`src/logic/cache_pkg.sv`:
```
package cache_pkg;

  // Geometry of the cache
  localparam int unsigned word_w     = 32;
  localparam int unsigned line_words = 4;
  localparam int unsigned offset_w   = 2;
  localparam int unsigned num_sets   = 16;
  localparam int unsigned index_w    = 4;
  localparam int unsigned num_ways   = 4;
  localparam int unsigned tag_w      = word_w - index_w - offset_w;  // 26 bits
  localparam int unsigned age_w      = 2;

  typedef logic [word_w-1:0] word_t;
  typedef logic [line_words-1:0][word_w-1:0] line_data_t;  // Word 0 in the low bits

  // Word address split into its fields
  typedef struct packed {
    logic [tag_w-1:0]    tag;
    logic [index_w-1:0]  index;
    logic [offset_w-1:0] offset;
  } addr_fields_t;

  // Same address word, raw or decoded
  typedef union packed {
    word_t        raw;
    addr_fields_t f;
  } cache_addr_u;

  typedef struct packed {
    logic             valid;
    logic             dirty;
    logic [age_w-1:0] age;    // 0 is most recently used
    logic [tag_w-1:0] tag;
  } way_meta_t;

  typedef struct packed {
    way_meta_t  meta;
    line_data_t data;
  } way_entry_t;

  typedef way_entry_t [num_ways-1:0] set_entry_t;  // All four candidates of one set

  typedef logic [num_ways-1:0] way_sel_t;  // One-hot

  typedef struct packed {
    logic        write;
    cache_addr_u addr;
    word_t       wdata;
  } cpu_req_t;

  typedef struct packed {
    logic                     write;
    logic [tag_w+index_w-1:0] line_addr;  // Tag and index of the block
    line_data_t               data;
  } mem_req_t;

  typedef enum logic [2:0] {
    IDLE,
    LOOKUP,
    EVICT,
    ALLOCATE,
    UPDATE,
    RESPOND
  } ctrl_state_e;

endpackage

```
`src/logic/line_update.sv`:
```
`timescale 1ns/1ps

module line_update (
  input  cache_pkg::cpu_req_t    cpu_req,
  input  logic                   hit,
  input  cache_pkg::way_sel_t    hit_way,
  input  cache_pkg::set_entry_t  cand,
  input  cache_pkg::line_data_t  fill_line,
  output cache_pkg::way_entry_t  wr_entry,
  output cache_pkg::word_t       rdata
);

  cache_pkg::line_data_t hit_line;
  cache_pkg::line_data_t merged;
  logic                  hit_dirty;

  // Data and dirty flag of the hit way
  always_comb begin
    hit_line  = '0;
    hit_dirty = 1'b0;
    for (int w = 0; w < cache_pkg::num_ways; w++) begin
      if (hit_way[w]) begin
        hit_line  = cand[w].data;
        hit_dirty = cand[w].meta.dirty;
      end
    end
  end

  always_comb begin
    merged = hit ? hit_line : fill_line;  // Miss takes the line fetched from memory
    if (cpu_req.write) merged[cpu_req.addr.f.offset] = cpu_req.wdata;
  end

  always_comb begin
    wr_entry.meta.valid = 1'b1;
    wr_entry.meta.dirty = cpu_req.write | (hit & hit_dirty);  // Read miss comes in clean
    wr_entry.meta.age   = '0;                                // Store takes ages from lookup
    wr_entry.meta.tag   = cpu_req.addr.f.tag;
    wr_entry.data       = merged;
  end

  assign rdata = merged[cpu_req.addr.f.offset];

endmodule

```
`config.mk`:
```
export PLATFORM = sky130hd
export DESIGN_NAME = line_update
export DESIGN_NICKNAME = d
export VERILOG_FILES = /design/src/logic/cache_pkg.sv /design/src/logic/line_update.sv
export SDC_FILE = /design/constraint.sdc
export NUM_CORES = 1
export LEC_CHECK = 0
export ABC_CLOCK_PERIOD_IN_PS = 5200
export BUFFER_PORTS_ARGS = -buffer_cell sky130_fd_sc_hd__buf_2
export CAP_MARGIN = 5
export CORE_AREA = 2 2 392 394
export DETAILED_ROUTE_END_ITERATION = 8
export DIE_AREA = 0 0 394 396
export PLACE_DENSITY = 0.31
export SLEW_MARGIN = 20
export SYNTH_ARGS = -nofsm -noshare
export SYNTH_HDL_FRONTEND = slang
export SYNTH_SLANG_ARGS = --single-unit
```
`constraint.sdc`:
```
create_clock -name vclk -period 5.2
set_input_delay 1.04 -clock vclk [all_inputs]
set_output_delay 1.04 -clock vclk [all_outputs]
set_load 0.01 [all_outputs]
```
==> results of run 1 <==
cell families (layout without fill, tap and decap cells):
logic type	count (synthesis)	count (layout)	share of synthesized area (%)
buf+inv	256	1000	15.0
simple gates	394	394	23.5
compound gates	611	611	61.4
other cells	2	23	0.0970
per-layer routing:
metal	share of wire (%)	global-route usage [%]	wire, um
met5	0.28	0	309
met4	2.0	1.76	2200
met3	9.1	4.02	9990
met2	45	21.3	49100
met1	44	17.5	48300
final timing paths:
path         from       endpoint  slack [ps]  cells after the start
max    hit_way[1]      rdata[14]         420                     10
min   cpu_req[39]  wr_entry[129]        2080                      0
cell type report:
type	instances	area (um^2)	area share [%]
multi-input cells	1008	6620	45.4
repair buffers	933	5120	35.1
well taps	2030	2540	17.4
inverters	67	258	1.77
diodes	20	50.0	0.343
through the flow:
stage / setup slack [ps] / hold slack, ps / cells
detailed placement: 331 / 2080 / 4038
floorplan: 1630 / 2170 / 1264
global route: 257 / 2080 / 4044
CTS: 319 / 2080 / 4038
finish: 420 / 2080 / 4058
global placement: 347 / 2080 / 4038
cells in the mapped netlist, types with 37 or more instances:
cell	number
a221oi_1	126
a311o_1	63
a31oi_1	65
buf_4	37
clkbuf_1	105
inv_1	66
nand2b_1	65
nor2_1	256
o21a_1	63
o21ai_0	63
o221ai_1	126
or3_1	63
report_power, final:
group | leakage (uW) | switching, uW | internal (uW)
Sequential | 0 | 0 | 0
Combinational | 0.00619 | 973 | 589
Clock | 0.000000127 | 0 | 0.000434
cells in the final DEF (no fill, tap or decap):
cell / n
o221ai_1: 126
a31oi_1: 65
nand2b_1: 64
nand3b_1: 2
a21boi_1: 29
or2_2: 1
clkinv_2: 1
a22oi_1: 31
a21oi_1: 32
nand2_1: 3
o211ai_1: 1
conb_1: 3
inv_1: 65
or3b_4: 1
a221oi_1: 126
o31ai_1: 2
a311oi_1: 1
buf_4: 73
buf_8: 1
a21boi_0: 2
a2bb2oi_1: 1
or2_4: 1
nor2b_4: 1
o2111ai_1: 2
buf_2: 841
o21a_1: 63
a221o_1: 2
buf_6: 1
nor2_1: 256
nand3_4: 1
buf_12: 17
a311o_1: 63
nand2b_4: 1
diode_2: 20
or3_1: 63
a21o_1: 1
o22a_1: 1
o21ai_0: 63
inv_6: 1
==> impl_metrics.csv, run 1 <==
group,metric,value,unit
clock_network,cts_resized,0,
worst_setup_path,cp_cell_sequence,"buf_6 -> nor2b_4 -> buf_4 -> a221oi_1 -> buf_4 -> o221ai_1 -> buf_4 -> a21oi_1 -> a22oi_1 -> buf_2",
placement,io_buffers,845,
route,drc,0,
power,irDropWorstVdd,23.6,uV
clock_network,holdBufCountCts,0,
power,finalPower,1560,uW
worst_setup_path,endpoint_kind,"output port",
timing,rsz0062_at_grt,"false",
route,dr.pass1.iters,7,
finish,nFillCells,18100,
logic_synthesis,syn_inst,1263,
finish,fin_util,9.63,%
clock_network,cts_post_setup_buffers_inserted,0,
worst_setup_path,critPathSlowestCell,"o221ai_1",
power,leakage,0.00619,uW
power,power_density,107,mW/mm^2
finish,postLayoutCellArea,0.0146,mm^2
logic_synthesis,ys_seq_area_share,0,%
placement,dp_hpwl,95400,um
worst_setup_path,path_delay_family,"buffers and inverters",
timing,hold_viol,0,
route,vias,14500,
timing,setup_tns,0,ps
logic_synthesis,ys_types,36,
timing,relSlewSlack,35.6,%
timing,tightest_slew,966,ps
finish,syn2layout_area_growth,88.4,%
min_path,min_path_type,"in -> out",
logic_synthesis,synthTopCellsByArea,"a221oi_1 (14%), o221ai_1 (14%), nor2_1 (12%), a311o_1 (8.1%), o21a_1 (6.1%)",
logic_synthesis,synth_area,0.00774,mm^2
timing,finalSetupViolCount,0,
die,row_count,143,
logic_synthesis,yosys_warnings,0,
worst_setup_path,cp.required,4160,ps
die,num_io_pins,1020,
timing,drv_slew,0,
global_routing,first_global_vias,14000,
placement,place_congestion,0.935,
worst_setup_path,crit_path_start_kind,"input pin",
worst_setup_path,path_class,"in -> out",
global_routing,grt_use_total,13.2,%
timing,min_period,4780,ps
timing,period_share,91.9,%
finish,register_area,0,um^2
route,wl,110000,um
logic_synthesis,yosysTopAreaCell,"a221oi_1",
finish,clock_buffers,0,
worst_setup_path,critPathBufInv,5,
route,wl_per_cell,27.1,um
global_routing,overflow,0,
logic_synthesis,synth_top_area_share,14.3,%
finish,layout.nets,2840,
finish,drive_gt1_share,46.9,%
outcome,status,"complete, no violations",
global_routing,grt_max_degree,108,
die,dieArea,0.156,mm^2
finish,flops_and_latches,0,
route,drtIter0Drc,1308,
global_routing,antenna_found_initial,93,
route,routed_via_density,3.58,
worst_setup_path,crit_path_max_incr_delay,540,ps
die,coreArea,0.152,mm^2
worst_setup_path,cp_max_fo,42,
global_routing,grt_pass1_wl,139000,um
worst_setup_path,worstPathArrival,3740,ps
placement,placed_area,0.0145,mm^2
die,initial_core_util,5.11,%
worst_setup_path,path_common_cell,"buf_4",
logic_synthesis,syn_avg_cell_area,6.13,um^2
route,drtAntennaViolNets,0,
die,die_w,394,um
die,fp.dieH,396,um
run,cap_viol_max_count,0,
timing,fmax,209,MHz
(Power assumes the default switching activity.)
==> run 2, diff against run 1 <==
Settings changed: REMOVE_ABC_BUFFERS from default to 1.
==> run 2 against run 1 <==
  * Core utilization is essentially flat
  * Die area did not move
  * Cell count fell by 0.30%
  * Count of clock-buffer cells in the layout stayed put
  * Critical path type unchanged
  * Critical endpoint is now rdata[25]
  * Largest cell class unchanged
==> impl_metrics.csv, run 2 (synthesis results as in run 1) <==
group,metric,value,unit
outcome,status,"complete, no violations",
worst_setup_path,cp.required,4160,ps
placement,dp_hpwl,97400,um
finish,register_area,0,um^2
die,die_w,394,um
timing,period_share,88.6,%
route,dr.pass1.iters,5,
placement,placed_area,0.0145,mm^2
timing,tightest_slew,1080,ps
route,vias,14600,
placement,dp_slack,395,ps
die,num_io_pins,1020,
timing,setup_slack,591,ps
finish,drive_gt1_share,46.6,%
worst_setup_path,endpoint_kind,"output port",
worst_setup_path,cp_max_fo,44,
timing,finalSetupViolCount,0,
clock_network,holdBufCountCts,0,
power,power_density,104,mW/mm^2
timing,fin_hold_ws,2080,ps
route,wl,111000,um
timing,relSlewSlack,28.0,%
placement,place_congestion,0.848,
timing,hold_viol,0,
die,row_count,143,
die,fp.dieH,396,um
finish,final_common_cell,"buf_2",
finish,multi_input_area,0.00662,mm^2
power,finalPower,1500,uW
finish,nFillCells,18100,
route,drtAntennaViolNets,0,
die,coreArea,0.152,mm^2
global_routing,grt_use_total,13.3,%
worst_setup_path,crit_path_start_kind,"input pin",
finish,layout.nets,2829,
global_routing,grt_max_degree,96,
global_routing,grt_pass1_wl,140000,um
min_path,min_path_type,"in -> out",
clock_network,cts_post_setup_buffers_inserted,0,
power,irDropWorstVdd,30.5,uV
finish,syn2layout_area_growth,87.7,%
route,drtIter0Drc,1096,
worst_setup_path,worstPathArrival,3570,ps
finish,clock_buffers,0,
timing,min_period,4610,ps
global_routing,overflow,0,
timing,fmax,217,MHz
worst_setup_path,path_class,"in -> out",
finish,flops_and_latches,0,
finish,postLayoutCellArea,0.0145,mm^2
timing,setup_tns,0,ps
global_routing,first_global_vias,13900,
global_routing,antenna_found_initial,88,
route,drc,0,
route,wl_per_cell,27.3,um
die,initial_core_util,5.11,%
timing,rsz0062_at_grt,"false",
run,cap_viol_max_count,0,
timing,drv_slew,0,
clock_network,cts_resized,0,
die,dieArea,0.156,mm^2
placement,io_buffers,845,
finish,most-common-layout-cells,"buf_2 (841), nor2_1 (256), a221oi_1 (126), o221ai_1 (126)",
power,leakage,0.00615,uW
route,routed_via_density,3.61,
==> run 2: cell count changes in the layout (fill, tap and decap cells not counted), sizes merged <==
cell / previous run / this run
buf: 933 / 922
clkinv: 1 / 0
diode: 20 / 19
inv: 66 / 67
==> run 2: worst paths after layout <==
check,cells past startpoint,to,startpoint,slack [ps]
worst min-delay path,0,wr_entry[144],cpu_req[54],2080
worst max-delay path,9,rdata[25],hit_way[3],590
==> run 2: worst max-delay path, cell delays in order <==
cell	delay [ps]
buf_2	180
or2_4	440
buf_12	250
a221oi_1	470
o221ai_1	210
buf_4	210
a21oi_1	350
a22oi_1	180
buf_2	180
==> run 2: final cells by class <==
type               count  area share, %
repair buffers       922           34.9
diodes                19          0.327
multi-input cells   1008           45.5
inverters             67           1.78
well taps           2030           17.5
==> run 2: report_power, final <==
part	internal [uW]	total, uW	leakage (uW)	switching, uW
Clock	0.000383	0.000383	0.000000118	0
Combinational	578	1500	0.00615	926
Sequential	0	0	0	0
Total	578	1500	0.00615	926
==> run 2: per-stage QoR <==
| stage | utilization, % | std cells |
|---|---|---|
| after floorplan | - | 1075 |
| after global placement | 9.56 | 4027 |
| after detailed placement | 9.56 | 4027 |
| after CTS | 9.56 | 4027 |
| final | 9.59 | 4046 |
| after global routing | 9.57 | 4033 |
==> run 2: metal layers <==
metal  global-route usage [%]  vias up  wire (um)
met3                     5.72      152      12500
met5                     1.20        -        599
met2                     21.7      899      50400
met1                     16.4     7045      45500
li1                         -     6469          -
met4                     1.51       52       1620
