### config.mk
export PLATFORM = sky130hd
export DESIGN_NAME = way_lookup
export DESIGN_NICKNAME = d
export VERILOG_FILES = /design/src/logic/cache_pkg.sv /design/src/logic/way_lookup.sv
export SDC_FILE = /design/constraint.sdc
export NUM_CORES = 1
export LEC_CHECK = 0
export BUFFER_PORTS_ARGS = -buffer_cell sky130_fd_sc_hd__buf_2
export CORE_AREA = 2 2 261 263
export DETAILED_ROUTE_END_ITERATION = 16
export DIE_AREA = 0 0 263 265
export PLACE_DENSITY = 0.3
export SETUP_SLACK_MARGIN = 0.02
export SLEW_MARGIN = 25
export SYNTH_ARGS = -nofsm -noshare
export SYNTH_HDL_FRONTEND = slang
export SYNTH_SLANG_ARGS = --single-unit
### constraint.sdc
create_clock -name vclk -period 3.5
set_input_delay 0.35 -clock vclk [all_inputs]
set_output_delay 0.35 -clock vclk [all_outputs]
set_load 0.05 [all_outputs]
### src/logic/cache_pkg.sv
package cache_pkg;

  // Geometry of the cache
  localparam int unsigned word_w     = 32;
  localparam int unsigned line_words = 4;
  localparam int unsigned offset_w   = 2;
  localparam int unsigned num_sets   = 16;
  localparam int unsigned index_w    = 4;
  localparam int unsigned num_ways   = 4;
  localparam int unsigned tag_w      = word_w - index_w - offset_w;  // 26 bits
  localparam int unsigned age_w      = 2;

  typedef logic [word_w-1:0] word_t;
  typedef logic [line_words-1:0][word_w-1:0] line_data_t;  // Word 0 in the low bits

  // Word address split into its fields
  typedef struct packed {
    logic [tag_w-1:0]    tag;
    logic [index_w-1:0]  index;
    logic [offset_w-1:0] offset;
  } addr_fields_t;

  // Same address word, raw or decoded
  typedef union packed {
    word_t        raw;
    addr_fields_t f;
  } cache_addr_u;

  typedef struct packed {
    logic             valid;
    logic             dirty;
    logic [age_w-1:0] age;    // 0 is most recently used
    logic [tag_w-1:0] tag;
  } way_meta_t;

  typedef struct packed {
    way_meta_t  meta;
    line_data_t data;
  } way_entry_t;

  typedef way_entry_t [num_ways-1:0] set_entry_t;  // All four candidates of one set

  typedef logic [num_ways-1:0] way_sel_t;  // One-hot

  typedef struct packed {
    logic        write;
    cache_addr_u addr;
    word_t       wdata;
  } cpu_req_t;

  typedef struct packed {
    logic                     write;
    logic [tag_w+index_w-1:0] line_addr;  // Tag and index of the block
    line_data_t               data;
  } mem_req_t;

  typedef enum logic [2:0] {
    IDLE,
    LOOKUP,
    EVICT,
    ALLOCATE,
    UPDATE,
    RESPOND
  } ctrl_state_e;

endpackage

### src/logic/way_lookup.sv
`timescale 1ns/1ps

module way_lookup (
  input  cache_pkg::set_entry_t                                 cand,
  input  logic [cache_pkg::tag_w-1:0]                           req_tag,
  output logic                                                  hit,
  output cache_pkg::way_sel_t                                   hit_way,
  output cache_pkg::way_sel_t                                   victim_way,
  output logic                                                  victim_dirty,
  output logic [cache_pkg::num_ways-1:0][cache_pkg::age_w-1:0]  new_ages
);

  cache_pkg::way_sel_t             valid_vec;
  cache_pkg::way_sel_t             dirty_vec;
  cache_pkg::way_sel_t             acc_way;   // Way touched by this access
  logic [cache_pkg::age_w-1:0]     acc_age;

  always_comb begin
    for (int w = 0; w < cache_pkg::num_ways; w++) begin
      valid_vec[w] = cand[w].meta.valid;
      dirty_vec[w] = cand[w].meta.dirty;
      hit_way[w]   = cand[w].meta.valid && (cand[w].meta.tag == req_tag);
    end
  end

  assign hit = |hit_way;

  // Lowest invalid way first, else the oldest one
  always_comb begin
    logic found;
    found      = 1'b0;
    victim_way = '0;
    for (int w = 0; w < cache_pkg::num_ways; w++) begin
      if (!valid_vec[w] && !found) begin
        victim_way[w] = 1'b1;
        found         = 1'b1;
      end
    end
    if (!found) begin
      for (int w = 0; w < cache_pkg::num_ways; w++) begin
        victim_way[w] = (cand[w].meta.age == '1);
      end
    end
  end

  assign victim_dirty = |(victim_way & valid_vec & dirty_vec);
  assign acc_way      = hit ? hit_way : victim_way;

  // Old age of the accessed way
  always_comb begin
    acc_age = '0;
    for (int w = 0; w < cache_pkg::num_ways; w++) begin
      if (acc_way[w]) acc_age = cand[w].meta.age;
    end
  end

  // Accessed way becomes youngest, younger ones age by one
  always_comb begin
    for (int w = 0; w < cache_pkg::num_ways; w++) begin
      if (acc_way[w])
        new_ages[w] = '0;
      else if (cand[w].meta.age < acc_age)
        new_ages[w] = cand[w].meta.age + 1'b1;
      else
        new_ages[w] = cand[w].meta.age;
    end
  end

endmodule

==> results of run 1 <==
## cell usage in the layout, fill, tap and decap left out, types with 3 or more instances in the layout
master / instances
buf_6: 20
a21oi_2: 5
nor2_4: 4
nand2_1: 14
a31oi_4: 4
ha_1: 4
nor4_4: 3
xnor2_2: 28
diode_2: 4
clkbuf_4: 4
ha_4: 4
mux2i_4: 4
inv_1: 8
nor2_2: 5
nor2_1: 3
xnor2_1: 68
nand4_1: 27
buf_12: 14
buf_8: 5
xnor2_4: 6
buf_4: 65
nand3_1: 7
buf_2: 135
## path summary, 6_finish.rpt
kind | start | to | slack (ns) | depth (start not counted)
worst max-delay path | req_tag[10] | new_ages[1] | -0.19 | 18
worst min-delay path | cand[628] | new_ages[6] | 1.18 | 4
## cell type report
type | count | area share, %
multi-input combinational | 225 | 45.0
timing repair buffer | 243 | 33.2
tap | 873 | 20.4
inverter | 12 | 1.17
antenna | 4 | 0.187
## cell families after synthesis
| kind of cell | after synthesis | share of synthesized area, % |
|---|---|---|
| AOI/OAI and AO/OA | 31 | 13.4 |
| buffers and inverters | 36 | 8.82 |
| and+or+nand+nor | 77 | 22.0 |
| adders and majority gates | 8 | 5.23 |
| xor gates and xnor gates | 104 | 48.0 |
| muxes | 5 | 2.61 |
## per-layer routing
metal	share of wire, %	vias to the layer above	track usage [%]
li1	-	1329	-
met1	46	1235	7.32
met2	46	122	9.04
met3	5.6	20	1.13
met4	1.9	10	1.17
met5	0.27	-	0
## repair_timing
action	4_1_cts	5_1_grt
hold buffers	0	0
resized for setup	92	38
pin swaps	35	30
endpoints found under the hold margin	0	0
buffers inserted	8	5
setup endpoints to repair	8	8
## where the power goes
part           internal, mW    total, mW  switching (mW)  leakage, nW
logic                 0.385        0.769           0.383         2.03
clock network   0.000000156  0.000000156               0    0.0000254
registers                 0            0               0            0
total                 0.385        0.769           0.383         2.03
## metrics by stage
step | worst slack, ns | cell area [um^2] | power (mW) | hold WS [ns] | TNS (ns)
after floorplan | 0.0305 | 2050 | 0.316 | 0.848 | 0
after global placement | -0.769 | 4550 | 0.676 | 1.18 | -4.98
after detailed placement | -0.711 | 4550 | 0.667 | 1.18 | -4.67
after CTS | -0.252 | 5100 | 0.753 | 1.19 | -1.23
after global routing | -0.337 | 5350 | 0.821 | 1.20 | -2.00
final | -0.193 | 5350 | 0.769 | 1.18 | -0.897
==> impl_metrics.tcl, run 1 <==
set metrics [dict create \
    multi_input_area_um2 2410 \
    finalHoldViolCount 0 \
    fin_ws_ns -0.193 \
    utilization_pct 8.01 \
    outcome "complete, but fails checks" \
    grtUsageTotal_pct 5.48 \
    layout.area.seq_um2 0 \
    antenna_found_initial 11 \
    vdd_ir_drop_max_uv 53.6 \
    path_class "in2out" \
    die_h_um 265 \
    yosysMostFrequentCell "xnor2_1" \
    die_w_um 263 \
    grt_max_degree 7 \
    crit_chain "buf_8 > buf_6 > xnor2_2 > nand4_1 > nor3_4 > buf_6 > nand2_4 > clkinvlp_4 > nor2_4 > a31oi_4 > nand3b_1 > a31oi_4 > mux2i_4 > ha_4 > nor2_4 > a21oi_4 > mux2i_4 > buf_12" \
    synth_area_um2 1910 \
    synth_warnings 0 \
    ys_types 41 \
    setup_violations 7 \
    ioPinCount 676 \
    syn_inst 261 \
    period_minus_slack_ns 3.69 \
    via_per_inst 2.00 \
    first_global_vias 2994 \
    layout-drive-gt1-share_pct 69.2 \
    drt-total-wl_mm 19.9 \
    start_kind "input pin" \
    yosysTopAreaCell "xnor2_1" \
    endpoint_kind "output port" \
    ant_nets 0 \
    cp_data_required_time_ns 3.15 \
    dp_cells 1342 \
    hpwl_mm 18.9 \
    clkbuf_count 0 \
    postSynthAreaPerCell_um2 7.33 \
    vias 2716 \
    max_cap_viol_count 0 \
    seq_cells 0 \
    drv_slew 0 \
    crit_fanout 4 \
    worst_pin_slew_ns 0.497 \
    drt-pass1-iter-count 4 \
    grt-ovfl-total 0 \
    crit_family "simple AND/OR/NAND/NOR gates" \
    fin_cells 1357 \
    fp-row-count 95 \
    coreArea_um2 66800 \
    slew_headroom_pct 66.9 \
    ys_seq_area_share_pct 0 \
    syn-num-nets 927 \
    crit_slowest_cell "nor3_4" \
    finalNetCount 1148 \
    port_buffers 164 \
    rsz0062_at_grt "yes" \
    worstPathArrival_ns 3.34 \
    drc 0 \
    critical-path-max-stage-delay_ns 0.33 \
    fin_crit_sh_pct 106 \
    cp_num_buf_inv 5 \
    start_util_pct 2.87 \
    synth_area_leaders "xnor2_1, nand4_1, ha_1" \
    num-fill-cells 7884 \
    p_per_area_nw_per_um2 144 \
    drt-wirelength-per-cell_um 14.6 \
    p_leak_nw 2.03 \
    dieArea_um2 69700 \
    clock.fmax_mhz 271 \
    gp_congestion 0.725 \
    synth_top_area_share_pct 46.2 \
    violations "negative setup slack" \
    grt_pass1_wl_mm 25.8 \
    ys_top_cells_by_count "xnor2_1, nand4_1, nand2_1, nor2_1" \
    synthToLayoutAreaGrowth_pct 179 \
    drt_iter0_markers 60 \
    hold_path_class "in2out" \
]
Note: power is estimated with default switching activity, not from simulation.
==> run 2, diff against run 1 <==
ABC_AREA = 1   (was not set)
BUFFER_PORTS_ARGS = -buffer_cell sky130_fd_sc_hd__buf_4   (was -buffer_cell sky130_fd_sc_hd__buf_2)
CORE_AREA = 2 2 267 269   (was 2 2 261 263)
DIE_AREA = 0 0 269 271   (was 0 0 263 265)
==> impl_metrics.tcl, run 2 <==
set metrics [dict create \
    first_global_vias 4017 \
    via_per_inst 2.32 \
    p_switching_uw 401 \
    path_class "in2out" \
    yosysTopAreaCell "nand2_1" \
    worstPathArrival_ns 2.97 \
    endpoint_kind "output port" \
    port_buffers 164 \
    start_kind "input pin" \
    start_util_pct 3.54 \
    ant_nets 0 \
    hpwl_mm 23.3 \
    layout.area.seq_um2 0 \
    p_total_uw 750 \
    ys_top_cells_by_count "nand2_1, inv_1, nor2_1, xnor2_1, inv_2" \
    drc 0 \
    dieArea_um2 72900 \
    fin_crit_sh_pct 95.0 \
    synth_top_area_share_pct 35.9 \
    synth_area_leaders "nand2_1, inv_1, nor2_1" \
    clock.fmax_mhz 301 \
    coreArea_um2 69800 \
    period_minus_slack_ns 3.32 \
    yosysMostFrequentCell "nand2_1" \
    grt_pass1_wl_mm 32.4 \
    fp-row-count 97 \
    crit_fanout 3 \
    synth_area_um2 2470 \
    hp-start "cand[473]" \
    p_per_area_nw_per_um2 123 \
    fin_tns_setup_ns 0 \
    num-fill-cells 8287 \
    cts_hold_buf 0 \
    p_leak_nw 2.93 \
    grt_max_degree 7 \
    startpoint "req_tag[18]" \
    seqPwrFrac_pct 0 \
    comb_power_share_pct 100.0 \
    fin_cells 1739 \
    hold_path_class "in2out" \
    drt-wirelength-per-cell_um 14.2 \
    slew_headroom_pct 78.5 \
    outcome "finished, final reports clean" \
    finalHoldViolCount 0 \
    clkbuf_count 0 \
    postSynthAreaPerCell_um2 4.57 \
    utilization_pct 8.76 \
    drv_slew 0 \
    grtUsageTotal_pct 6.54 \
    seq_cells 0 \
    layout_commonest_cell "buf_4" \
    gp_congestion 0.751 \
    p_int_uw 349 \
    ys_types 30 \
    vdd_ir_drop_max_uv 47.9 \
    switching_share_pct 53.4 \
    multi_input_area_um2 2430 \
    grt-ovfl-total 0 \
    clockPowerShare_pct 0 \
    ys_seq_area_share_pct 0 \
    synthToLayoutAreaGrowth_pct 148 \
    synth_warnings 0 \
    drt_iter0_markers 203 \
    antenna_found_initial 7 \
    rsz0062_at_grt "yes" \
    ioPinCount 676 \
    die_w_um 269 \
    vias 4028 \
    dp_cells 1727 \
    finalNetCount 1463 \
    syn-num-nets 1207 \
    drt-total-wl_mm 24.7 \
    cp_data_required_time_ns 3.15 \
    layout_common_cells "buf_4, nand2_1, inv_1" \
    layout-drive-gt1-share_pct 47.0 \
    drt-pass1-iter-count 4 \
    syn_inst 541 \
    max_cap_viol_count 0 \
    setup_violations 0 \
    worst_pin_slew_ns 0.323 \
    die_h_um 271 \
]
==> run 2: cell types whose count changed after synthesis, moves of 8 or more <==
cell / change
inv_2: +22
nand4_1: -22
clkbuf_1: -9
nand2_1: +220
buf_2: -8
xnor2_1: -74
inv_1: +74
o21ai_0: +13
nand3_1: +8
nor2_1: +57
xor2_1: +8
==> run 2: logic make-up (layout without fill, tap and decap cells) <==
logic type / count (synthesis) / after routing / synth area share [%]
AOI/OAI and AO/OA: 41 / 41 / 9.37
xor gates and xnor gates: 37 / 37 / 13.1
buffers and inverters: 110 / 364 / 16.9
and+or+nand+nor: 345 / 345 / 56.5
adders and majority gates: 8 / 8 / 4.05
other: 0 / 4 / 0
==> run 2: worst paths after layout <==
check | cells past startpoint | slack (ns) | to
worst max-delay path | 23 | 0.18 | new_ages[7]
worst min-delay path | 3 | 1.12 | victim_way[2]
==> run 2: power by group through the flow <==
| stage | Sequential [mW] | Clock, mW | Combinational (mW) |
|---|---|---|---|
| 2_1_floorplan | 0 | 0 | 0.294 |
| 3_3_place_gp | 0 | 0 | 0.680 |
| 3_5_place_dp | 0 | 0 | 0.682 |
| 4_1_cts | 0 | 0 | 0.715 |
| 5_1_grt | 0 | 0 | 0.827 |
| 6_report | 0 | 0.000000155 | 0.750 |
==> run 2: through the flow <==
stage | hold WS, ns | setup WS [ns] | cell area [um^2]
5_1_grt | 1.13 | -0.0356 | 6100
3_3_place_gp | 1.10 | -0.211 | 5570
4_1_cts | 1.10 | 0.0250 | 5820
6_report | 1.12 | 0.177 | 6110
2_1_floorplan | 0.931 | 0.0532 | 2500
3_5_place_dp | 1.09 | -0.229 | 5570
==> run 2: worst max-delay path, cell delays in order <==
cell and delay, ns:
buf_4 0.12, buf_4 0.15, buf_12 0.13, xnor2_1 0.14, nand2_1 0.06, nor2_1 0.11, nand3_1 0.13, nor2_4 0.16
nor2_4 0.06, buf_4 0.14, nand3_2 0.05, nand2_2 0.09, nand3_4 0.08, o211ai_1 0.10, a22oi_2 0.19, buf_6 0.16
ha_4 0.20, o21ai_2 0.06, nand2_2 0.08, nand2_1 0.07, nand2_1 0.07, nor2_2 0.11, buf_6 0.17
==> run 2: layout make-up <==
type,count,share of cell area (%)
antenna,4,0.164
inverter,106,6.84
multi-input combinational,431,39.7
tap,940,19.2
timing repair buffer,258,34.1
==> run 2: repair_timing <==
| action | CTS | global route |
|---|---|---|
| gates resized for setup | 54 | 70 |
| pin swaps | 18 | 40 |
| setup endpoints to repair | 8 | 8 |
| setup buffers | 7 | 1 |
==> run 2: layer usage <==
metal	GRT usage (%)	wire length (um)	vias to the layer above
met5	0	69	-
met2	9.24	9610	128
met4	0	26	10
li1	-	-	2134
met3	1.86	2030	12
met1	10.2	13000	1744
