`src/logic/cache_pkg.sv`:
```
package cache_pkg;

  // Geometry of the cache
  localparam int unsigned word_w     = 32;
  localparam int unsigned line_words = 4;
  localparam int unsigned offset_w   = 2;
  localparam int unsigned num_sets   = 16;
  localparam int unsigned index_w    = 4;
  localparam int unsigned num_ways   = 4;
  localparam int unsigned tag_w      = word_w - index_w - offset_w;  // 26 bits
  localparam int unsigned age_w      = 2;

  typedef logic [word_w-1:0] word_t;
  typedef logic [line_words-1:0][word_w-1:0] line_data_t;  // Word 0 in the low bits

  // Word address split into its fields
  typedef struct packed {
    logic [tag_w-1:0]    tag;
    logic [index_w-1:0]  index;
    logic [offset_w-1:0] offset;
  } addr_fields_t;

  // Same address word, raw or decoded
  typedef union packed {
    word_t        raw;
    addr_fields_t f;
  } cache_addr_u;

  typedef struct packed {
    logic             valid;
    logic             dirty;
    logic [age_w-1:0] age;    // 0 is most recently used
    logic [tag_w-1:0] tag;
  } way_meta_t;

  typedef struct packed {
    way_meta_t  meta;
    line_data_t data;
  } way_entry_t;

  typedef way_entry_t [num_ways-1:0] set_entry_t;  // All four candidates of one set

  typedef logic [num_ways-1:0] way_sel_t;  // One-hot

  typedef struct packed {
    logic        write;
    cache_addr_u addr;
    word_t       wdata;
  } cpu_req_t;

  typedef struct packed {
    logic                     write;
    logic [tag_w+index_w-1:0] line_addr;  // Tag and index of the block
    line_data_t               data;
  } mem_req_t;

  typedef enum logic [2:0] {
    IDLE,
    LOOKUP,
    EVICT,
    ALLOCATE,
    UPDATE,
    RESPOND
  } ctrl_state_e;

endpackage

```
`src/logic/cache_ctrl_fsm.sv`:
```
`timescale 1ns/1ps

module cache_ctrl_fsm (
  input  logic clk,
  input  logic rst_n,
  input  logic cpu_valid,
  output logic cpu_ack,
  input  logic hit,
  input  logic victim_dirty,
  input  logic mem_ack,
  output logic mem_valid,
  output logic mem_write,
  output logic rd_en,
  output logic wr_en,
  output logic fill_en,
  output logic req_en
);

  cache_pkg::ctrl_state_e state;
  cache_pkg::ctrl_state_e next_state;

  logic cpu_ack_q;
  logic mem_valid_q;
  logic mem_wait_q;   // Memory acked, waiting for mem_ack to drop
  logic mem_start;
  logic mem_ack_seen;
  logic mem_leave;

  assign mem_ack_seen = mem_valid_q && mem_ack;
  assign mem_leave    = mem_wait_q && !mem_ack;  // Four-phase cycle complete

  always_comb begin
    next_state = state;
    case (state)
      cache_pkg::IDLE: begin
        if (cpu_valid) next_state = cache_pkg::LOOKUP;
      end
      cache_pkg::LOOKUP: begin
        if (hit)
          next_state = cache_pkg::UPDATE;
        else if (victim_dirty)
          next_state = cache_pkg::EVICT;  // Write back first
        else
          next_state = cache_pkg::ALLOCATE;
      end
      cache_pkg::EVICT: begin
        if (mem_leave) next_state = cache_pkg::ALLOCATE;
      end
      cache_pkg::ALLOCATE: begin
        if (mem_leave) next_state = cache_pkg::UPDATE;
      end
      cache_pkg::UPDATE: begin
        next_state = cache_pkg::RESPOND;
      end
      cache_pkg::RESPOND: begin
        if (cpu_ack_q && !cpu_valid) next_state = cache_pkg::IDLE;
      end
      default: begin
        next_state = cache_pkg::IDLE;
      end
    endcase
  end

  // Raise mem_valid on entry to a memory state
  assign mem_start = (next_state != state) &&
                     ((next_state == cache_pkg::EVICT) || (next_state == cache_pkg::ALLOCATE));

  always_ff @(posedge clk or negedge rst_n) begin
    if (!rst_n) begin
      state       <= cache_pkg::IDLE;
      cpu_ack_q   <= 1'b0;
      mem_valid_q <= 1'b0;
      mem_wait_q  <= 1'b0;
    end else begin
      state <= next_state;
      // Ack one cycle into RESPOND, dropped once cpu_valid falls
      cpu_ack_q <= (state == cache_pkg::RESPOND) && (next_state == cache_pkg::RESPOND);

      if (mem_start)
        mem_valid_q <= 1'b1;
      else if (mem_ack_seen)
        mem_valid_q <= 1'b0;

      if (mem_ack_seen)
        mem_wait_q <= 1'b1;
      else if (mem_leave)
        mem_wait_q <= 1'b0;
    end
  end

  assign cpu_ack   = cpu_ack_q;
  assign mem_valid = mem_valid_q;
  assign mem_write = (state == cache_pkg::EVICT);

  // Store read and request capture share the accept cycle
  assign rd_en   = (state == cache_pkg::IDLE) && cpu_valid;
  assign req_en  = (state == cache_pkg::IDLE) && cpu_valid;
  assign wr_en   = (state == cache_pkg::UPDATE);
  assign fill_en = (state == cache_pkg::ALLOCATE) && mem_ack_seen;  // Line valid with mem_ack

endmodule

```
`config.mk`:
```
export PLATFORM = sky130hd
export DESIGN_NAME = cache_ctrl_fsm
export DESIGN_NICKNAME = d
export VERILOG_FILES = /design/src/logic/cache_pkg.sv /design/src/logic/cache_ctrl_fsm.sv
export SDC_FILE = /design/constraint.sdc
export NUM_CORES = 1
export LEC_CHECK = 0
export BUFFER_PORTS_ARGS = -buffer_cell sky130_fd_sc_hd__buf_2
export CORE_AREA = 8 8 45 47
export CTS_CLUSTER_SIZE = 16
export DETAILED_ROUTE_END_ITERATION = 16
export DIE_AREA = 0 0 53 55
export PLACE_DENSITY = 0.55
export SLEW_MARGIN = 25
export SYNTH_ARGS = -nofsm -noshare
export SYNTH_HDL_FRONTEND = slang
export SYNTH_SLANG_ARGS = --single-unit
export TNS_END_PERCENT = 30
```
`constraint.sdc`:
```
create_clock -name clk -period 1.14 [get_ports clk]
set_clock_uncertainty 0.1 [all_clocks]
set_input_delay 0.228 -clock clk [delete_from_list [all_inputs] [get_ports clk]]
set_output_delay 0.228 -clock clk [all_outputs]
set_load 0.05 [all_outputs]
```
==> impl_metrics.json, run 1 <==
{
  "clock_tree.root_cell": "sky130_fd_sc_hd__clkbuf_4",
  "switching_share_pct": 44.6,
  "syn-instance-count": 39,
  "final_hold_viol_count": 0,
  "p_leak_nw": 0.299,
  "yosysWarningCount": 0,
  "pre_cts_slack_ns": -0.231,
  "detailed_place_hpwl_um": 735,
  "multi_input_area_um2": 223,
  "ant_nets": 0,
  "gr-usage-met1_pct": 6.62,
  "critPathArrivalTime_ns": 1.24,
  "track_usage_pct": 7.41,
  "grt_pass1_vias": 376,
  "ir_drop_uv": 1500,
  "post_synth.cell_area_avg_um2": 9.37,
  "switchingPower_w": 0.000812,
  "synth_most_common_cell": "sky130_fd_sc_hd__dfrtp_1",
  "synth.lib_cells_used.distinct": 25,
  "critPathTopFamily": "simple AND/OR/NAND/NOR gates",
  "routabilityCongestion": 0.704,
  "rsz0062_at_grt": "true",
  "final.min_clock_period_ns": 1.57,
  "end_kind": "output pin",
  "fin_nets": 72,
  "via_per_inst": 4.63,
  "grtUsageMet3_pct": 5.88,
  "die-area_mm2": 0.00292,
  "timing_worst_setup_path_type": "reg2out",
  "synth_top_cells_by_count": "6 x sky130_fd_sc_hd__dfrtp_1, 3 x sky130_fd_sc_hd__inv_1, 3 x sky130_fd_sc_hd__nor2_1",
  "worst_slew_pin_slew_ns": 0.233,
  "final_critical_path_setup_slack_ns": -0.431,
  "cp.required_ns": 0.81,
  "synth_edf_count": 0,
  "drt_iter0_markers": 6,
  "p_seq_share_pct": 20.5,
  "setup_violators_final": 9,
  "io_pins": 13,
  "cpPeakStageDelay_ns": 0.37,
  "violated_checks": "setup timing",
  "synth_top_cell_area_share_pct": 41.1,
  "synth.yosys.seq_area_share_pct": 41.1,
  "clk_latency_ns": 0.24,
  "synthTopCellsByArea": "sky130_fd_sc_hd__dfrtp_1 41%, sky130_fd_sc_hd__and2b_2 4.8%, sky130_fd_sc_hd__nand3b_1 4.1%, sky130_fd_sc_hd__clkbuf_8 3.8%, sky130_fd_sc_hd__inv_1 3.1%",
  "die-width_um": 53,
  "path_cells": "and2b_2 > nor3b_4 > buf_6",
  "final.fill_count": 139,
  "max_cap_viol_count": 0,
  "top_ff_cell_synth": "sky130_fd_sc_hd__dfrtp_1",
  "register_area_um2": 150,
  "synth_top_cell_by_area": "sky130_fd_sc_hd__dfrtp_1",
  "clkSlewWorstSetupHoldPaths_ns": 0.04,
  "fp-row-count": 14,
  "post_route_cells_drive_above_1_share_pct": 54.7,
  "cts.sinks": 6,
  "num_antenna_cells": 0,
  "critical_path.n_buffers_inverters": 1,
  "period_share_pct": 138,
  "power-per-cell-area_mw_per_mm2": 2910,
  "comb_power_share_pct": 68.7,
  "dieHeight_um": 55,
  "synthesis.area_um2": 365,
  "wire_length_of_the_first_global_routing_pass_um": 1540,
  "cts_tree": "built",
  "drt_drc_violations_left": 0,
  "core_area_mm2": 0.00138,
  "synth-seq-cells": 6,
  "detail_route.first_pass.iterations": 2,
  "cpMaxStageDelayCell": "sky130_fd_sc_hd__dfrtp_1",
  "cellInternalPower_w": 0.00101,
  "syn_nets": 45,
  "global_route.peak_usage_layer": "met2",
  "grt_start_max_net_pins": 8,
  "asyncSetResetFlopFracSynth_pct": 100,
  "fmax_ghz": 0.636,
  "route.final.wire_length_um": 944,
  "hold_path.startpoint": "mem_ack",
  "whs_ns": 0.142,
  "globalRouteOverflowTotal": 0,
  "setup.worst_path.start": "state[1]",
  "kind_of_launch_point_of_the_worst_setup_path": "register",
  "stdcell_count": 80,
  "hold_path_class": "in2reg",
  "max-slew-margin-rel_pct": 84.3,
  "power.share.clock_pct": 10.7,
  "finalPower_w": 0.00182,
  "io_buffers": 12,
  "initial_antenna_violation_count": 0,
  "layout.core_utilization_pct": 45.3,
  "global_routing_usage_on_met2_pct": 12.5,
  "htree_levels": 1,
  "area_delta_synth_final_pct": 71.6,
  "maxSlewViolCount": 0,
  "detail_route.wl_per_cell_um": 11.8,
  "run_status": "complete, but fails checks",
  "reg2reg_launch_point": "state[1]",
  "floorplan.initialDensity_pct": 26.4,
  "route.vias.total": 370,
  "clock_path_buffers": 2,
  "cts_buffers": 3,
  "placed_cells": 75,
  "worstPathMaxFanout": 3
}
[what timing repair did]
| item | 4_1_cts | 5_1_grt |
|---|---|---|
| hold buffers | 1 | 0 |
| pin swaps | 2 | 0 |
| hold endpoints to repair | 6 | 0 |
| resized for setup | 17 | 5 |
| setup endpoints to repair | 10 | 10 |
| setup buffers | 0 | 1 |
[cells by family after synthesis]
kind of cell / synth area share [%]
flops: 41.1
simple gates: 30.8
mux: 2.74
buf+inv: 8.90
compound gates: 16.4
[registers in the layout, summed over array words and instances (netlist names)]
name	cells
cpu_ack	1
mem_wait_q	1
state	3
mem_valid	1
[layout make-up]
| type | instances | area share, % |
|---|---|---|
| Inverter | 3 | 1.80 |
| Multi-Input combinational cell | 28 | 35.5 |
| Sequential cell | 6 | 24.0 |
| Clock buffer | 3 | 3.59 |
| Tap cell | 16 | 3.19 |
| Timing Repair Buffer | 24 | 31.9 |
[power by group through the flow]
stage                     clock [W]  combinational, W  sequential, W
after floorplan                   0          0.000579       0.000512
after global placement            0           0.00104       0.000369
after detailed placement          0           0.00104       0.000370
after CTS                  0.000208           0.00120       0.000374
after global routing       0.000216           0.00134       0.000387
final                      0.000196           0.00125       0.000374
[per-layer routing]
layer,up-vias,wire (um),share of wire [%]
met5,-,0,0
met4,0,0,0
met3,0,100,11
met2,12,470,50
met1,171,373,40
li1,187,-,-
[through the flow]
step / area [um2] / setup TNS, ns
finish: 627 / -2.17
global route: 627 / -2.66
CTS: 608 / -2.28
detailed placement: 518 / -1.23
global placement: 518 / -1.17
floorplan: 388 / -2.39
[cells in the final DEF (no fill, tap or decap), types with 2 or more instances in the layout]
master | netlist | routed
sky130_fd_sc_hd__buf_4 | 1 | 10
sky130_fd_sc_hd__dfrtp_1 | 6 | 6
sky130_fd_sc_hd__and2b_2 | 2 | 2
sky130_fd_sc_hd__nor2_1 | 3 | 2
sky130_fd_sc_hd__buf_6 | 0 | 8
sky130_fd_sc_hd__nand3b_1 | 2 | 2
sky130_fd_sc_hd__inv_1 | 3 | 2
sky130_fd_sc_hd__clkbuf_4 | 0 | 3
sky130_fd_sc_hd__a21oi_1 | 2 | 2
sky130_fd_sc_hd__buf_2 | 0 | 5
sky130_fd_sc_hd__nand2_1 | 2 | 2
[path summary, 6_finish.rpt]
path	slack [ns]	cells after the start	end
max	-0.43	3	rd_en
min	0.14	2	mem_valid
max reg2reg	-0.17	4	state[0]
min reg2reg	0.38	1	cpu_ack
max in group asynchronous	0.54	2	mem_wait_q
min in group asynchronous	0.26	2	state[1]
No activity file was read; power rests on OpenSTA's default activity.
==> inputs of run 2 (changes only) <==
- PLACE_DENSITY: 0.55 -> not set
==> run 2 against run 1 <==
  * The run still ends with setup timing left
  * Worst hold slack better by 0.072 ns
  * Final area up 5.0%
  * Non-clock buffer count up 2
  * Register-to-register slack about the same
  * Fmax down 1.2%
  * Clock power up 4%
  * Setup slack worse by 0.020 ns
  * Die area unchanged
  * Sequential power up 3%
  * Largest power group unchanged
  * Highest routed layer is now met4
==> impl_metrics.json, run 2 (synthesis gave the netlist of run 1 again) <==
{
  "run_status": "complete, but fails checks",
  "violated_checks": "setup timing",
  "drt_iter0_markers": 3,
  "maxSlewViolCount": 0,
  "global_routing_usage_on_met2_pct": 13.3,
  "ant_nets": 0,
  "cp.required_ns": 0.81,
  "grt_pass1_vias": 386,
  "drt_drc_violations_left": 0,
  "worstPathMaxFanout": 3,
  "die-width_um": 53,
  "io_pins": 13,
  "route.vias.total": 380,
  "final.fill_count": 132,
  "detail_route.wl_per_cell_um": 12.8,
  "hold_path_stages": 3,
  "floorplan.initialDensity_pct": 26.4,
  "kind_of_launch_point_of_the_worst_setup_path": "register",
  "power-per-cell-area_mw_per_mm2": 2900,
  "clk_latency_ns": 0.25,
  "period_share_pct": 140,
  "hold_path_class": "in2reg",
  "regMostFlops": "state",
  "area_delta_synth_final_pct": 80.1,
  "io_buffers": 12,
  "max-slew-margin-rel_pct": 85.4,
  "mostFrequentLayoutCells": "10 x sky130_fd_sc_hd__buf_6, 10 x sky130_fd_sc_hd__buf_4, 6 x sky130_fd_sc_hd__dfrtp_1",
  "final_critical_path_setup_slack_ns": -0.451,
  "fp-row-count": 14,
  "clkSlewWorstSetupHoldPaths_ns": 0.04,
  "clock_path_buffers": 2,
  "clock_tree.root_cell": "sky130_fd_sc_hd__clkbuf_4",
  "p_leak_nw": 0.312,
  "detail_route.first_pass.iterations": 3,
  "core_area_mm2": 0.00138,
  "detailed_place_hpwl_um": 740,
  "fmax_ghz": 0.629,
  "finalPower_w": 0.00191,
  "critPathArrivalTime_ns": 1.26,
  "final_hold_viol_count": 0,
  "cts_buffers": 3,
  "htree_levels": 1,
  "grtUsageMet3_pct": 5.35,
  "setup_violators_final": 10,
  "die-area_mm2": 0.00292,
  "end_kind": "output pin",
  "ir_drop_uv": 1340,
  "fin_nets": 74,
  "largest_reg_flops": 3,
  "route.final.wire_length_um": 1050,
  "wire_length_of_the_first_global_routing_pass_um": 1640,
  "setup.reg_to_reg.worst_slack_ns": -0.18,
  "max_cap_viol_count": 0,
  "rsz0062_at_grt": "true",
  "final.min_clock_period_ns": 1.59,
  "initial_antenna_violation_count": 0,
  "worst_slew_pin_slew_ns": 0.217,
  "gr-usage-met1_pct": 7.99,
  "via_per_inst": 4.63,
  "routabilityCongestion": 0.766,
  "reg2reg_path_depth": 4,
  "globalRouteOverflowTotal": 0,
  "grt_start_max_net_pins": 8,
  "post_route_cells_drive_above_1_share_pct": 57.6,
  "setup-tns-final_ns": -2.35,
  "track_usage_pct": 8.17,
  "cts_tree": "built",
  "global_route.peak_usage_layer": "met2",
  "dieHeight_um": 55,
  "cts.sinks": 6,
  "timing_worst_setup_path_type": "reg2out",
  "num_antenna_cells": 0
}
## run 2: where the power goes
group	leakage [nW]	switching (W)	internal [W]	total [W]
Clock	0.0138	0.0000836	0.000120	0.000203
Sequential	0.0767	0.0000745	0.000309	0.000384
Combinational	0.222	0.000694	0.000630	0.00132
## run 2: path summary, 6_finish.rpt
path	startpoint	endpoint
worst min-delay path	mem_ack	mem_valid
worst max register to register	state[1]	state[0]
worst max-delay path	state[1]	rd_en
max in group asynchronous	rst_n	state[1]
worst min register to register	cpu_ack	cpu_ack
min in group asynchronous	rst_n	state[0]
## run 2: repair_timing
| item | CTS | global route |
|---|---|---|
| pin swaps | 1 | 2 |
| setup buffers | 1 | 0 |
| gates resized for setup | 18 | 6 |
| setup endpoints to repair | 10 | 11 |
| hold buffers | 1 | 0 |
| endpoints found under the hold margin | 6 | 0 |
## run 2: layout make-up
type	count	area, um2	area share [%]
Inverter	3	11.3	1.71
Timing Repair Buffer	26	223	33.8
Multi-Input combinational cell	28	231	35.2
Tap cell	16	20.0	3.04
Clock buffer	3	22.5	3.42
Sequential cell	6	150	22.8
## run 2: per-stage QoR
stage,setup slack [ns],hold WS [ns],instances,utilization [%],cell area (um2)
final,-0.451,0.214,82,47.6,658
after global routing,-0.525,0.227,82,47.6,658
after CTS,-0.461,0.202,82,45.7,632
after detailed placement,-0.253,-0.0335,77,38.5,533
after global placement,-0.239,-0.0324,77,38.5,533
after floorplan,-0.595,-0.168,39,-,388
## run 2: critical path, stage by stage, from the launching register on
cell and delay [ns]:
sky130_fd_sc_hd__dfrtp_1 0.39, sky130_fd_sc_hd__and2b_2 0.22, sky130_fd_sc_hd__nor3b_4 0.21, sky130_fd_sc_hd__buf_6 0.19
## run 2: layer usage
metal	up-vias	part of all wire [%]	wire length (um)
li1	190	-	-
met1	175	43	448
met2	13	46	485
met3	2	10	109
met4	0	0.76	8
met5	-	0	0
==> inputs of run 3 (changes only) <==
- ABC_AREA: not set -> 1
==> run 3 against run 2 <==
  * The run still ends with setup timing left
  * Sequential power increased by 4%
  * Clock power decreased by 2%
  * Non-clock buffer count decreased by 3
  * Synthesized cell count increased by 26%
  * Power decreased by 8.1%
  * Sequential cell count unchanged
  * Final area decreased by 4.6%
  * Global-route usage decreased by 0.59 points
  * Count of clock-buffer cells in the layout unchanged
  * Combinational power decreased by 12%
  * Critical path type unchanged
  * Largest power group unchanged
==> impl_metrics.json, run 3 <==
{
  "run_status": "complete, but fails checks",
  "violated_checks": "setup timing",
  "rsz0062_at_grt": "true",
  "met2RoutedLength_um": 536,
  "kind_of_launch_point_of_the_worst_setup_path": "register",
  "reg2reg_path_depth": 8,
  "clkSlewWorstSetupHoldPaths_ns": 0.05,
  "grt_start_max_net_pins": 7,
  "route.final.wire_length_um": 1020,
  "asyncSetResetFlopFracSynth_pct": 100,
  "critPathArrivalTime_ns": 1.17,
  "critical_path.n_buffers_inverters": 1,
  "area_delta_synth_final_pct": 78.0,
  "max_cap_viol_count": 0,
  "power-per-cell-area_mw_per_mm2": 2800,
  "setup-tns-final_ns": -2.06,
  "timing.critical_path.depth": 3,
  "syn_nets": 55,
  "wire_length_of_the_first_global_routing_pass_um": 1590,
  "fmax_ghz": 0.668,
  "met1_length_um": 397,
  "regMostFlops": "state",
  "synthesis.area_um2": 353,
  "finalPower_w": 0.00176,
  "maxSlewViolCount": 0,
  "grt_pass1_vias": 383,
  "final_hold_viol_count": 0,
  "syn-instance-count": 49,
  "io_buffers": 12,
  "worstPathMaxFanout": 3,
  "p_leak_nw": 0.330,
  "cts_tree": "built",
  "detailroute.wirelength.met3_um": 77,
  "synth_top_cells_by_count": "12 x sky130_fd_sc_hd__nand2_1, 9 x sky130_fd_sc_hd__inv_1, 6 x sky130_fd_sc_hd__dfrtp_1, 6 x sky130_fd_sc_hd__nor2_1, 4 x sky130_fd_sc_hd__nand3_1",
  "htree_levels": 1,
  "period_share_pct": 131,
  "synth-xor-area-share_pct": 0,
  "post_synth_fa_ha_maj_area_fraction_pct": 0,
  "synth_edf_count": 0,
  "detail_route.first_pass.iterations": 4,
  "worst_slew_pin_slew_ns": 0.206,
  "register_area_um2": 153,
  "setup.worst_path.start": "state[0]",
  "yosysWarningCount": 0,
  "synth.area.mux_share_pct": 0,
  "detailed_place_hpwl_um": 766,
  "critPathTopFamily": "flip-flops",
  "critical_path.reg2reg.endpoint": "mem_valid",
  "track_usage_pct": 7.58,
  "final.fill_count": 146,
  "worstSetupEndpoint": "fill_en",
  "setup_violators_final": 9,
  "synth_most_common_cell": "sky130_fd_sc_hd__nand2_1",
  "multi_input_area_um2": 195,
  "floorplan.initialDensity_pct": 25.5,
  "cp.required_ns": 0.81,
  "clock_path_buffers": 2,
  "post_synth_and_or_nand_nor_area_fraction_pct": 39.4,
  "max-slew-margin-rel_pct": 86.1,
  "clk_latency_ns": 0.25,
  "route.vias.total": 402,
  "end_kind": "output pin",
  "die-area_mm2": 0.00292,
  "cpPeakStageDelay_ns": 0.40,
  "dr.max_layer_used": "met4",
  "drt_drc_violations_left": 0,
  "whs_ns": 0.167,
  "cts.sinks": 6,
  "top_ff_cell_synth": "sky130_fd_sc_hd__dfrtp_1",
  "hold_path_class": "in2reg",
  "mostFrequentLayoutCells": "9 x sky130_fd_sc_hd__nand2_1, 9 x sky130_fd_sc_hd__buf_4, 7 x sky130_fd_sc_hd__buf_6",
  "dieHeight_um": 55,
  "post_synth.cell_area_avg_um2": 7.20,
  "hold_path_stages": 3,
  "largest_reg_flops": 3,
  "fin_nets": 82,
  "compound_cell_area_share_of_the_yosys_netlist_pct": 5.32,
  "via_per_inst": 4.47,
  "core_area_mm2": 0.00138,
  "die-width_um": 53,
  "ant_nets": 0,
  "clock_tree.root_cell": "sky130_fd_sc_hd__clkbuf_4",
  "final_critical_path_setup_slack_ns": -0.356,
  "detail_route.wl_per_cell_um": 11.4,
  "synth_top_cell_area_share_pct": 42.6,
  "initial_antenna_violation_count": 0,
  "reg2reg_launch_point": "state[2]",
  "post_route_cells_drive_above_1_share_pct": 60.8,
  "num_antenna_cells": 0,
  "synth.yosys.seq_area_share_pct": 42.6,
  "fp-row-count": 14,
  "largest_family_of_logic_cells_by_synthesized_area": "simple AND/OR/NAND/NOR gates",
  "synth-seq-cells": 6,
  "cpMaxStageDelayCell": "sky130_fd_sc_hd__dfrtp_1",
  "routabilityCongestion": 0.759,
  "timing_worst_setup_path_type": "reg2out",
  "synth.lib_cells_used.distinct": 14,
  "path_cells": "nand2_2 > nor4_4 > buf_6",
  "drt_iter0_markers": 3,
  "setup.reg_to_reg.worst_slack_ns": -0.17,
  "cts_buffers": 3,
  "synth_top_cell_by_area": "sky130_fd_sc_hd__dfrtp_1",
  "globalRouteOverflowTotal": 0,
  "final.min_clock_period_ns": 1.50,
  "io_pins": 13,
  "synthTopCellsByArea": "sky130_fd_sc_hd__dfrtp_1 43%, sky130_fd_sc_hd__nand2_1 13%, sky130_fd_sc_hd__inv_1 9.6%, sky130_fd_sc_hd__nor2_1 6.4%, sky130_fd_sc_hd__nand3_1 5.7%",
  "ir_drop_uv": 875
}
-- run 3: cell types whose count changed after synthesis, sizes merged, moves of 2 or more --
| cell | previous run | this run |
|---|---|---|
| or2b | 2 | 0 |
| and2b | 2 | 0 |
| inv | 3 | 10 |
| nand3 | 1 | 6 |
| nand3b | 2 | 0 |
| nor3 | 2 | 0 |
| nand2 | 2 | 12 |
| a21oi | 2 | 0 |
| nor2 | 3 | 9 |
-- run 3: worst min-delay path by stage --
stage | slack [ns] | to | from
floorplan | -0.17 | cpu_ack | rst_n
detailed placement | -0.04 | mem_wait_q | rst_n
global route | 0.19 | state[2] | hit
global placement | -0.04 | mem_wait_q | rst_n
finish | 0.17 | state[2] | hit
CTS | 0.17 | state[2] | hit
-- run 3: area by class of cell --
cell class,count,share of cell area (%)
clock buffer,3,3.59
inverter,10,6.57
multi-input combinational,32,31.1
sequential,6,24.3
tap,16,3.19
timing repair buffer,23,31.3
-- run 3: tightest hold or removal path: stages --
cell and delay [ns]:
sky130_fd_sc_hd__buf_2 0.10, sky130_fd_sc_hd__inv_1 0.06, sky130_fd_sc_hd__o21ai_1 0.08
-- run 3: metal layers --
layer	track usage, %	vias up
met2	12.3	11
li1	-	201
met1	8.02	188
met5	0	-
met3	3.74	2
met4	3.88	0
-- run 3: cells by family (layout without fill, tap and decap cells) --
logic type,count (synthesis),count (layout)
flops,6,6
simple gates,29,29
compound gates,3,3
buf+inv,11,36
-- run 3: through the flow --
| step | worst slack, ns | util, % | cells | cell area [um2] |
|---|---|---|---|---|
| after floorplan | -0.319 | - | 49 | 382 |
| after global placement | -0.187 | 37.2 | 85 | 514 |
| after detailed placement | -0.192 | 37.2 | 85 | 514 |
| after CTS | -0.350 | 45.0 | 90 | 623 |
| after global routing | -0.414 | 45.4 | 90 | 628 |
| final | -0.356 | 45.4 | 90 | 628 |
-- run 3: what timing repair did --
item / in CTS / in global routing
hold buffers: 1 / 0
setup buffers: 1 / 0
cloned: 0 / 0
setup endpoints to repair: 11 / 11
pin swaps: 2 / 2
hold endpoints to repair: 6 / 0
gates resized for setup: 23 / 4
-- run 3: report_power, final --
part | total (W) | internal (W) | switching, W
logic | 0.00116 | 0.000464 | 0.000693
registers | 0.000399 | 0.000307 | 0.0000920
clock network | 0.000199 | 0.000119 | 0.0000801
total | 0.00176 | 0.000891 | 0.000865
